## src/rv_pkg.sv

```systemverilog
package rv_pkg;

    localparam int XLEN   = 64;
    localparam int REG_AW = 5;

    typedef enum logic [6:0] {
        OPC_OP     = 7'b0110011,
        OPC_OP_IMM = 7'b0010011,
        OPC_LUI    = 7'b0110111,
        OPC_AUIPC  = 7'b0010111,
        OPC_JAL    = 7'b1101111,
        OPC_JALR   = 7'b1100111,
        OPC_BRANCH = 7'b1100011
    } opcode_e;

    typedef enum logic [3:0] {
        ALU_ADD, ALU_SUB, ALU_AND, ALU_OR, ALU_XOR, ALU_SLL,
        ALU_SRL, ALU_SRA, ALU_SLT, ALU_SLTU, ALU_PASS_B
    } alu_op_e;

    typedef enum logic [2:0] {
        BR_NONE, BR_EQ, BR_NE, BR_LT, BR_GE, BR_LTU, BR_GEU, BR_JUMP
    } br_op_e;

    typedef struct packed {
        logic [6:0]        funct7;
        logic [REG_AW-1:0] rs2;
        logic [REG_AW-1:0] rs1;
        logic [2:0]        funct3;
        logic [REG_AW-1:0] rd;
        logic [6:0]        opcode;
    } r_fmt_t;

    typedef struct packed {
        logic [11:0]       imm;
        logic [REG_AW-1:0] rs1;
        logic [2:0]        funct3;
        logic [REG_AW-1:0] rd;
        logic [6:0]        opcode;
    } i_fmt_t;

    typedef struct packed {
        logic              imm12;
        logic [5:0]        imm10_5;
        logic [REG_AW-1:0] rs2;
        logic [REG_AW-1:0] rs1;
        logic [2:0]        funct3;
        logic [3:0]        imm4_1;
        logic              imm11;
        logic [6:0]        opcode;
    } b_fmt_t;

    // jump field order, bits 31:12 in sequence also form the u immediate
    typedef struct packed {
        logic              imm20;
        logic [9:0]        imm10_1;
        logic              imm11;
        logic [7:0]        imm19_12;
        logic [REG_AW-1:0] rd;
        logic [6:0]        opcode;
    } uj_fmt_t;

    typedef union packed {
        r_fmt_t  r;
        i_fmt_t  i;
        b_fmt_t  b;
        uj_fmt_t uj;
    } rv_instr_u;

    typedef struct packed {
        logic [XLEN-1:0]   pc;
        logic [XLEN-1:0]   a;
        logic [XLEN-1:0]   b;
        logic [XLEN-1:0]   imm;
        alu_op_e           alu_op;
        br_op_e            br_op;
        logic [REG_AW-1:0] rd;
        logic              wen;
        logic              link;     // result is pc+4
        logic              jalr;     // target is a+imm
        logic              illegal;
        logic              valid;
    } uop_t;

endpackage

```

## src/uop_if.sv

```systemverilog
interface uop_if;

    logic         valid;
    rv_pkg::uop_t payload;

    modport src (
        output valid,
        output payload
    );

    modport dst (
        input valid,
        input payload
    );

endinterface

```

## src/rv_decode.sv

```systemverilog
module rv_decode (
    input  logic                      instr_valid_i,
    input  logic [31:0]               instr_i,
    input  logic [rv_pkg::XLEN-1:0]   pc_i,
    output logic [rv_pkg::REG_AW-1:0] rf_raddr1_o,
    output logic [rv_pkg::REG_AW-1:0] rf_raddr2_o,
    input  logic [rv_pkg::XLEN-1:0]   rf_rdata1_i,
    input  logic [rv_pkg::XLEN-1:0]   rf_rdata2_i,
    input  logic                      fwd1_valid_i,
    input  logic [rv_pkg::REG_AW-1:0] fwd1_rd_i,
    input  logic [rv_pkg::XLEN-1:0]   fwd1_data_i,
    input  logic                      fwd2_valid_i,
    input  logic [rv_pkg::REG_AW-1:0] fwd2_rd_i,
    input  logic [rv_pkg::XLEN-1:0]   fwd2_data_i,
    uop_if.src                        uop
);

    rv_pkg::rv_instr_u       ins;
    rv_pkg::uop_t            u;
    logic [rv_pkg::XLEN-1:0] imm_i, imm_b, imm_u, imm_j;
    logic [rv_pkg::XLEN-1:0] rs1_val, rs2_val;
    logic [2:0]              f3;

    assign ins = instr_i;
    assign f3  = ins.r.funct3;

    assign imm_i = {{52{ins.i.imm[11]}}, ins.i.imm};
    assign imm_b = {{52{ins.b.imm12}}, ins.b.imm11, ins.b.imm10_5, ins.b.imm4_1, 1'b0};
    assign imm_u = {{32{ins.uj.imm20}}, ins.uj.imm20, ins.uj.imm10_1, ins.uj.imm11,
                    ins.uj.imm19_12, 12'b0};
    assign imm_j = {{44{ins.uj.imm20}}, ins.uj.imm19_12, ins.uj.imm11, ins.uj.imm10_1, 1'b0};

    assign rf_raddr1_o = ins.r.rs1;
    assign rf_raddr2_o = ins.r.rs2;

    // newest producer wins: execute, then writeback, then regfile
    always_comb begin
        if (fwd1_valid_i && fwd1_rd_i == ins.r.rs1)       rs1_val = fwd1_data_i;
        else if (fwd2_valid_i && fwd2_rd_i == ins.r.rs1)  rs1_val = fwd2_data_i;
        else                                              rs1_val = rf_rdata1_i;
    end

    always_comb begin
        if (fwd1_valid_i && fwd1_rd_i == ins.r.rs2)       rs2_val = fwd1_data_i;
        else if (fwd2_valid_i && fwd2_rd_i == ins.r.rs2)  rs2_val = fwd2_data_i;
        else                                              rs2_val = rf_rdata2_i;
    end

    always_comb begin
        u        = '0;
        u.pc     = pc_i;
        u.a      = rs1_val;
        u.b      = rs2_val;
        u.rd     = ins.r.rd;
        u.valid  = instr_valid_i;
        u.alu_op = rv_pkg::ALU_ADD;
        u.br_op  = rv_pkg::BR_NONE;
        case (ins.r.opcode)
            rv_pkg::OPC_OP: begin
                u.wen = 1'b1;
                case (f3)
                    3'd0: u.alu_op = ins.r.funct7[5] ? rv_pkg::ALU_SUB : rv_pkg::ALU_ADD;
                    3'd1: u.alu_op = rv_pkg::ALU_SLL;
                    3'd2: u.alu_op = rv_pkg::ALU_SLT;
                    3'd3: u.alu_op = rv_pkg::ALU_SLTU;
                    3'd4: u.alu_op = rv_pkg::ALU_XOR;
                    3'd5: u.alu_op = ins.r.funct7[5] ? rv_pkg::ALU_SRA : rv_pkg::ALU_SRL;
                    3'd6: u.alu_op = rv_pkg::ALU_OR;
                    default: u.alu_op = rv_pkg::ALU_AND;
                endcase
                // funct7 0x20 only for sub and sra
                u.illegal = !(ins.r.funct7 == 7'h00 ||
                              (ins.r.funct7 == 7'h20 && (f3 == 3'd0 || f3 == 3'd5)));
            end
            rv_pkg::OPC_OP_IMM: begin
                u.wen = 1'b1;
                u.imm = imm_i;
                u.b   = imm_i;
                case (f3)
                    3'd0: u.alu_op = rv_pkg::ALU_ADD;
                    3'd1: begin
                        u.alu_op  = rv_pkg::ALU_SLL;
                        u.illegal = ins.i.imm[11:6] != 6'b0;
                    end
                    3'd2: u.alu_op = rv_pkg::ALU_SLT;
                    3'd3: u.alu_op = rv_pkg::ALU_SLTU;
                    3'd4: u.alu_op = rv_pkg::ALU_XOR;
                    3'd5: begin
                        u.alu_op  = ins.i.imm[10] ? rv_pkg::ALU_SRA : rv_pkg::ALU_SRL;
                        u.illegal = ins.i.imm[11:6] != {1'b0, ins.i.imm[10], 4'b0};
                    end
                    3'd6: u.alu_op = rv_pkg::ALU_OR;
                    default: u.alu_op = rv_pkg::ALU_AND;
                endcase
            end
            rv_pkg::OPC_LUI: begin
                u.wen    = 1'b1;
                u.imm    = imm_u;
                u.b      = imm_u;
                u.alu_op = rv_pkg::ALU_PASS_B;
            end
            rv_pkg::OPC_AUIPC: begin
                u.wen = 1'b1;
                u.imm = imm_u;
                u.a   = pc_i;   // pc+imm through the adder
                u.b   = imm_u;
            end
            rv_pkg::OPC_JAL: begin
                u.wen   = 1'b1;
                u.imm   = imm_j;
                u.link  = 1'b1;
                u.br_op = rv_pkg::BR_JUMP;
            end
            rv_pkg::OPC_JALR: begin
                u.wen     = 1'b1;
                u.imm     = imm_i;
                u.link    = 1'b1;
                u.jalr    = 1'b1;
                u.br_op   = rv_pkg::BR_JUMP;
                u.illegal = f3 != 3'd0;
            end
            rv_pkg::OPC_BRANCH: begin
                u.imm = imm_b;
                case (f3)
                    3'd0: u.br_op = rv_pkg::BR_EQ;
                    3'd1: u.br_op = rv_pkg::BR_NE;
                    3'd4: u.br_op = rv_pkg::BR_LT;
                    3'd5: u.br_op = rv_pkg::BR_GE;
                    3'd6: u.br_op = rv_pkg::BR_LTU;
                    3'd7: u.br_op = rv_pkg::BR_GEU;
                    default: u.illegal = 1'b1;
                endcase
            end
            default: u.illegal = 1'b1;
        endcase
        if (u.illegal) begin  // nothing visible but the flag
            u.wen   = 1'b0;
            u.link  = 1'b0;
            u.jalr  = 1'b0;
            u.br_op = rv_pkg::BR_NONE;
        end
        if (u.rd == '0) u.wen = 1'b0;
    end

    assign uop.valid   = instr_valid_i;
    assign uop.payload = u;

endmodule

```

## src/flat_wrapper.sv

```systemverilog
// flat-port wrapper written by rule: the top's interface ports become plain ports
module rv_decode_flat 
  (instr_valid_i, instr_i, pc_i, rf_raddr1_o, rf_raddr2_o, rf_rdata1_i, rf_rdata2_i, fwd1_valid_i, fwd1_rd_i, fwd1_data_i, fwd2_valid_i, fwd2_rd_i, fwd2_data_i, uop_valid, uop_payload);
  uop_if uop_i ();
  input  logic instr_valid_i;
  input  logic [31:0] instr_i;
  input  logic [rv_pkg::XLEN-1:0] pc_i;
  output logic [rv_pkg::REG_AW-1:0] rf_raddr1_o;
  output logic [rv_pkg::REG_AW-1:0] rf_raddr2_o;
  input  logic [rv_pkg::XLEN-1:0] rf_rdata1_i;
  input  logic [rv_pkg::XLEN-1:0] rf_rdata2_i;
  input  logic fwd1_valid_i;
  input  logic [rv_pkg::REG_AW-1:0] fwd1_rd_i;
  input  logic [rv_pkg::XLEN-1:0] fwd1_data_i;
  input  logic fwd2_valid_i;
  input  logic [rv_pkg::REG_AW-1:0] fwd2_rd_i;
  input  logic [rv_pkg::XLEN-1:0] fwd2_data_i;
  output wire logic [$bits(uop_i.valid)-1:0] uop_valid;
  output wire logic [$bits(uop_i.payload)-1:0] uop_payload;
  assign uop_valid = uop_i.valid;
  assign uop_payload = uop_i.payload;
  rv_decode u_core (.instr_valid_i(instr_valid_i), .instr_i(instr_i), .pc_i(pc_i), .rf_raddr1_o(rf_raddr1_o), .rf_raddr2_o(rf_raddr2_o), .rf_rdata1_i(rf_rdata1_i), .rf_rdata2_i(rf_rdata2_i), .fwd1_valid_i(fwd1_valid_i), .fwd1_rd_i(fwd1_rd_i), .fwd1_data_i(fwd1_data_i), .fwd2_valid_i(fwd2_valid_i), .fwd2_rd_i(fwd2_rd_i), .fwd2_data_i(fwd2_data_i), .uop(uop_i));
endmodule
```

## config.mk

```make
export PLATFORM = sky130hd
export DESIGN_NAME = rv_decode_flat
export DESIGN_NICKNAME = d
export VERILOG_FILES = /design/src/rv_pkg.sv /design/src/uop_if.sv /design/src/rv_decode.sv /design/src/flat_wrapper.sv
export SDC_FILE = /design/constraint.sdc
export NUM_CORES = 1
export LEC_CHECK = 0
export ABC_AREA = 1
export BUFFER_PORTS_ARGS = -buffer_cell sky130_fd_sc_hd__buf_2
export CORE_AREA = 2 2 252 254
export DETAILED_ROUTE_END_ITERATION = 6
export DIE_AREA = 0 0 254 256
export GPL_TIMING_DRIVEN = 1
export PLACE_DENSITY = 0.35
export SLEW_MARGIN = 30
export SYNTH_ARGS = -nofsm -noshare
export SYNTH_HDL_FRONTEND = slang
export SYNTH_SLANG_ARGS = --single-unit
export TNS_END_PERCENT = 1
```

## constraint.sdc

```tcl
create_clock -name vclk -period 2.4
set_input_delay 0.12 -clock vclk [all_inputs]
set_output_delay 0.12 -clock vclk [all_outputs]
set_load 0.03 [all_outputs]
```

==> Yosys cells after proc, flatten, opt, wreduce, memory -nomap -nowiden <==
Index checks and enable logic that the tools add are counted.
{ "word_totals": {"register_bits": 0, "inputBits": 365, "out_inout_bits": 284, "elab_cells": 62} }
{ "classes": {"n_eq_ne": 19, "n_mux": 23, "reduce_logical": 20} }
{ "ops": {"columns": ["cell", "n"], "rows": [
  ["two-way mux 64 bit", 5],
  ["case mux 64 bit (4 select lines)", 1],
  ["case mux 64 bit (2 select lines)", 1],
  ["case mux 4 bit (7 select lines)", 2],
  ["equality test 7 x 6 -> 1 bit (second input constant)", 3],
  ["equality test 7 bit (second input constant)", 3],
  ["equality test 5 bit", 4],
  ["case mux 3 bit (6 select lines)", 1],
  ["equality test 7 x 5 -> 1 bit (second input constant)", 2],
  ["equality test 3 bit (second input constant)", 4],
  ["case mux 4 bit (3 select lines)", 1],
  ["OR reduction 6 bit", 2],
  ["zero test 7 bit", 1],
  ["two-way mux 1 bit", 7],
  ["equality test 3 x 2 -> 1 bit (second input constant)", 2],
  ["two-way mux 3 bit", 2],
  ["case mux 3 bit (2 select lines)", 1],
  ["nonzero test 6 bit", 1],
  ["OR reduction 2 bit", 3],
  ["logical AND 1 bit", 5],
  ["zero test 5 bit", 1],
  ["case mux 1 bit (5 select lines)", 1],
  ["nonzero test 5 bit", 1],
  ["equality test 3 x 1 -> 1 bit (second input constant)", 1],
  ["6 further kinds", 7]
]} }

==> Logic depth before layout (Yosys ltp) <==
{ "logic_depth": {"word_depth": 8, "depth_mapped": 11, "mapped_depth_nobuf": 9} }

==> Least setup slack after synthesis <==
No wires, ideal clock.
{ "synth_timing": {"path_kind": "input port to output port", "startpoint": "in instr_i[1]", "endpoint": "out uop_payload[49]", "t_arrival_ns": 2.669, "t_required_ns": 2.280, "slack_ns": -0.389, "path_stages": 7, "path_buffers": 1, "cell_sequence": "nand2_2 > inv_2 > nand2_1 > nor2_4 > nor2_1 > a21oi_1 > buf_4"} }
{ "synth_via": {"elab_chain_len": 3, "word_cells_on_any_way": 9, "cone_classes": "eq/ne: 6; mux: 1; reduce/logical: 2"} }
{ "synth_rtl": {"columns": ["item", "line", "rtl"], "rows": [
  ["start, declared", "flat_wrapper.sv:6", "input logic [31:0] instr_i;"],
  ["equality test 7 x 5 -> 1 bit, or another cell as far along", "rv_decode.sv:58", "case (ins.r.opcode)"],
  ["OR reduction 2 bit (no source line)", null, null],
  ["case mux 64 bit (4 select lines) (*)", "rv_decode.sv:58", null],
  ["end, declared", "flat_wrapper.sv:19", "output wire logic [$bits(uop_i.payload)-1:0] uop_payload;"]
]} }
Mark *: on every way between the ends. The rest lies on a longest branch, timed or not.

==> Worst setup path in the final report <==
{ "layout_timing": {"startpoint": "in instr_i[1]", "endpoint": "out uop_payload[96]"} }
{ "layout_via": {"elab_chain_len": 3, "word_cells_on_any_way": 5, "cone_classes": "eq/ne: 3; mux: 1; reduce/logical: 1"} }
{ "layout_rtl": {"columns": ["item", "line"], "rows": [
  ["equality test 7 x 6 -> 1 bit / equality test 7 x 5 -> 1 bit (equally long branches)", "rv_decode.sv:58"],
  ["OR reduction 2 bit (no source line)", null],
  ["case mux 64 bit (2 select lines) (*)", "rv_decode.sv:58"]
]} }
Marked as above.

==> impl_metrics.tcl <==
set metrics [dict create \
    synth_nets 1850 \
    die_x_um 254 \
    multi_input_area_sq_um 5070 \
    wl_met2_mm 27.0 \
    regArea_sq_um 0 \
    dr.pass1.iters 5 \
    ys_seq_area_share_pct 0 \
    grt_usage_pct 15.9 \
    gp_congestion 0.912 \
    cp.required_ps 2280 \
    fin_ws_ps 167 \
    max_freq_ghz 0.448 \
    die_h_um 256 \
    port_buffers 646 \
    post_cts.repair.setup_buffers 0 \
    finalHoldViolCount 0 \
    rsz0062_at_grt "no" \
    start_util_pct 10.9 \
    nClkBuffers 0 \
    wirelength_mm 55.2 \
    viasPerCell 3.91 \
    dpl_worst_slack_ps 96.6 \
    powerDensity_nw_per_um2 205 \
    fin_hold_ws_ps 240 \
    dp_hpwl_mm 46.4 \
    avgSynthCellArea_sq_um 4.58 \
    drive_gt1_share_pct 36.9 \
    fin_nets 2338 \
    end_kind "output pin" \
    holdCritStartpoint "instr_valid_i" \
    setup_tns_ps 0 \
    post-route-period-util_pct 93.0 \
    wl_per_cell_um 19.5 \
    synth_warnings 0 \
    cp-start-kind "input pin" \
    netlist_area_sq_um 6800 \
    synthCells 1485 \
    setup_viol 0 \
    min_to "uop_valid" \
    outcome "finished clean" \
    first_iter_violations 612 \
    antenna_found_initial 14 \
    postRouteAntennaNets 0 \
    grt_max_degree 67 \
    final_cell_mix "buf_2, nand2_1, nor2_1" \
    num_io_pins 649 \
    critPathKind "input pin to output pin" \
    drt-met1-wl_mm 23.7 \
    worstPathArrival_ps 2110 \
    nFlopsAndLatches 0 \
    grt_pass1_vias 10700 \
    grt-ovfl-total 0 \
    path_max_fanout 16 \
    power_uw 2100 \
    ctsHoldBuffers 0 \
    finalCoreUtilization_pct 16.4 \
    yosys.cell_types.count 25 \
    core_area_sq_um 62400 \
    finalCriticalPeriod_ps 2230 \
    n_fill_cell 7712 \
    min_delay_path_depth 0 \
    route.detailed.drc 0 \
    cts_resized 0 \
    maxSlewHeadroom_pct 57.2 \
    grt_pass1_wl_mm 76.5 \
    vias 11000 \
    drv_slew 0 \
    drv_cap 0 \
    worst_pin_slew_ps 640 \
    area_growth_pct 50.7 \
    dieArea_sq_um 65000 \
    hp-class "input pin to output pin" \
    layout_commonest_cell "buf_2" \
    wl_met3_mm 3.54 \
    rows 92 \
    p_leak_uw 0.00630 \
    ir_drop_mv 0.0706 \
    highest_layer "met5" \
]
-- report_power, final --
part	switching (uW)	leakage, uW	total [uW]	internal, uW
Combinational	1450	0.00630	2100	644
Clock	0	0.0000000380	0.000337	0.000337
Sequential	0	0	0	0
-- per-layer routing --
metal / global-route usage (%) / vias to the layer above
met5: 0 / -
met4: 2.61 / 12
met1: 20.4 / 4987
met3: 2.26 / 38
li1: - / 5501
met2: 28.5 / 487
-- cells by family after synthesis --
| group | Yosys count | share of synthesized area (%) |
|---|---|---|
| and+or+nand+nor | 1164 | 70.6 |
| buffers and inverters | 280 | 26.1 |
| AOI/OAI and AO/OA | 41 | 3.28 |
-- critical path, cell delays in order --
cell	delay, ps
buf_2	120
nand2_2	110
inv_2	60
nand2_1	180
nor2_4	300
nand2_1	450
buf_4	330
o21ai_0	80
inv_1	70
nand2_1	90
buf_2	200
-- final cells by class --
type	count	share of cell area, %
Inverter	73	2.70
Antenna cell	6	0.147
Multi-Input combinational cell	1205	49.5
Tap cell	846	10.3
Timing Repair Buffer	693	37.3
-- through the flow --
stage / cell area, sq um / std cells
final: 10200 / 2823
after CTS: 10200 / 2817
after global routing: 10200 / 2821
after floorplan: 6800 / 1485
after global placement: 10200 / 2817
after detailed placement: 10200 / 2817
-- how the worst max path moves through the flow --
stage / startpoint / end / slack, ps / cells past startpoint
6_report: instr_i[1] / uop_payload[96] / 170 / 11
5_1_grt: instr_i[1] / uop_payload[96] / 30 / 11
4_1_cts: instr_i[1] / uop_payload[96] / 100 / 11
3_5_place_dp: instr_i[1] / uop_payload[96] / 100 / 11
3_3_place_gp: instr_i[1] / uop_payload[96] / 110 / 11
2_1_floorplan: instr_i[1] / uop_payload[49] / 300 / 7
-- cells in the mapped netlist --
library cell | instances | area [sq um]
nand3_2 | 1 | 10.0
nand2_1 | 584 | 2190
a21oi_1 | 5 | 25.0
buf_2 | 41 | 205
clkbuf_1 | 11 | 41.3
buf_6 | 24 | 270
o22ai_1 | 2 | 12.5
nor2_2 | 3 | 18.8
inv_1 | 59 | 221
o41ai_1 | 1 | 8.76
clkbuf_4 | 3 | 22.5
nor3_1 | 1 | 5.00
nor2_1 | 294 | 1100
a41oi_1 | 1 | 8.76
nor2_4 | 6 | 67.6
inv_2 | 14 | 52.6
a31oi_1 | 1 | 6.26
nand2_2 | 2 | 12.5
a211oi_1 | 1 | 7.51
o21ai_0 | 26 | 130
o21ai_1 | 3 | 15.0
o221ai_1 | 1 | 8.76
buf_4 | 128 | 961
nand3_1 | 271 | 1360
nand3_4 | 2 | 35.0
Power figures use the tool's default switching activity.
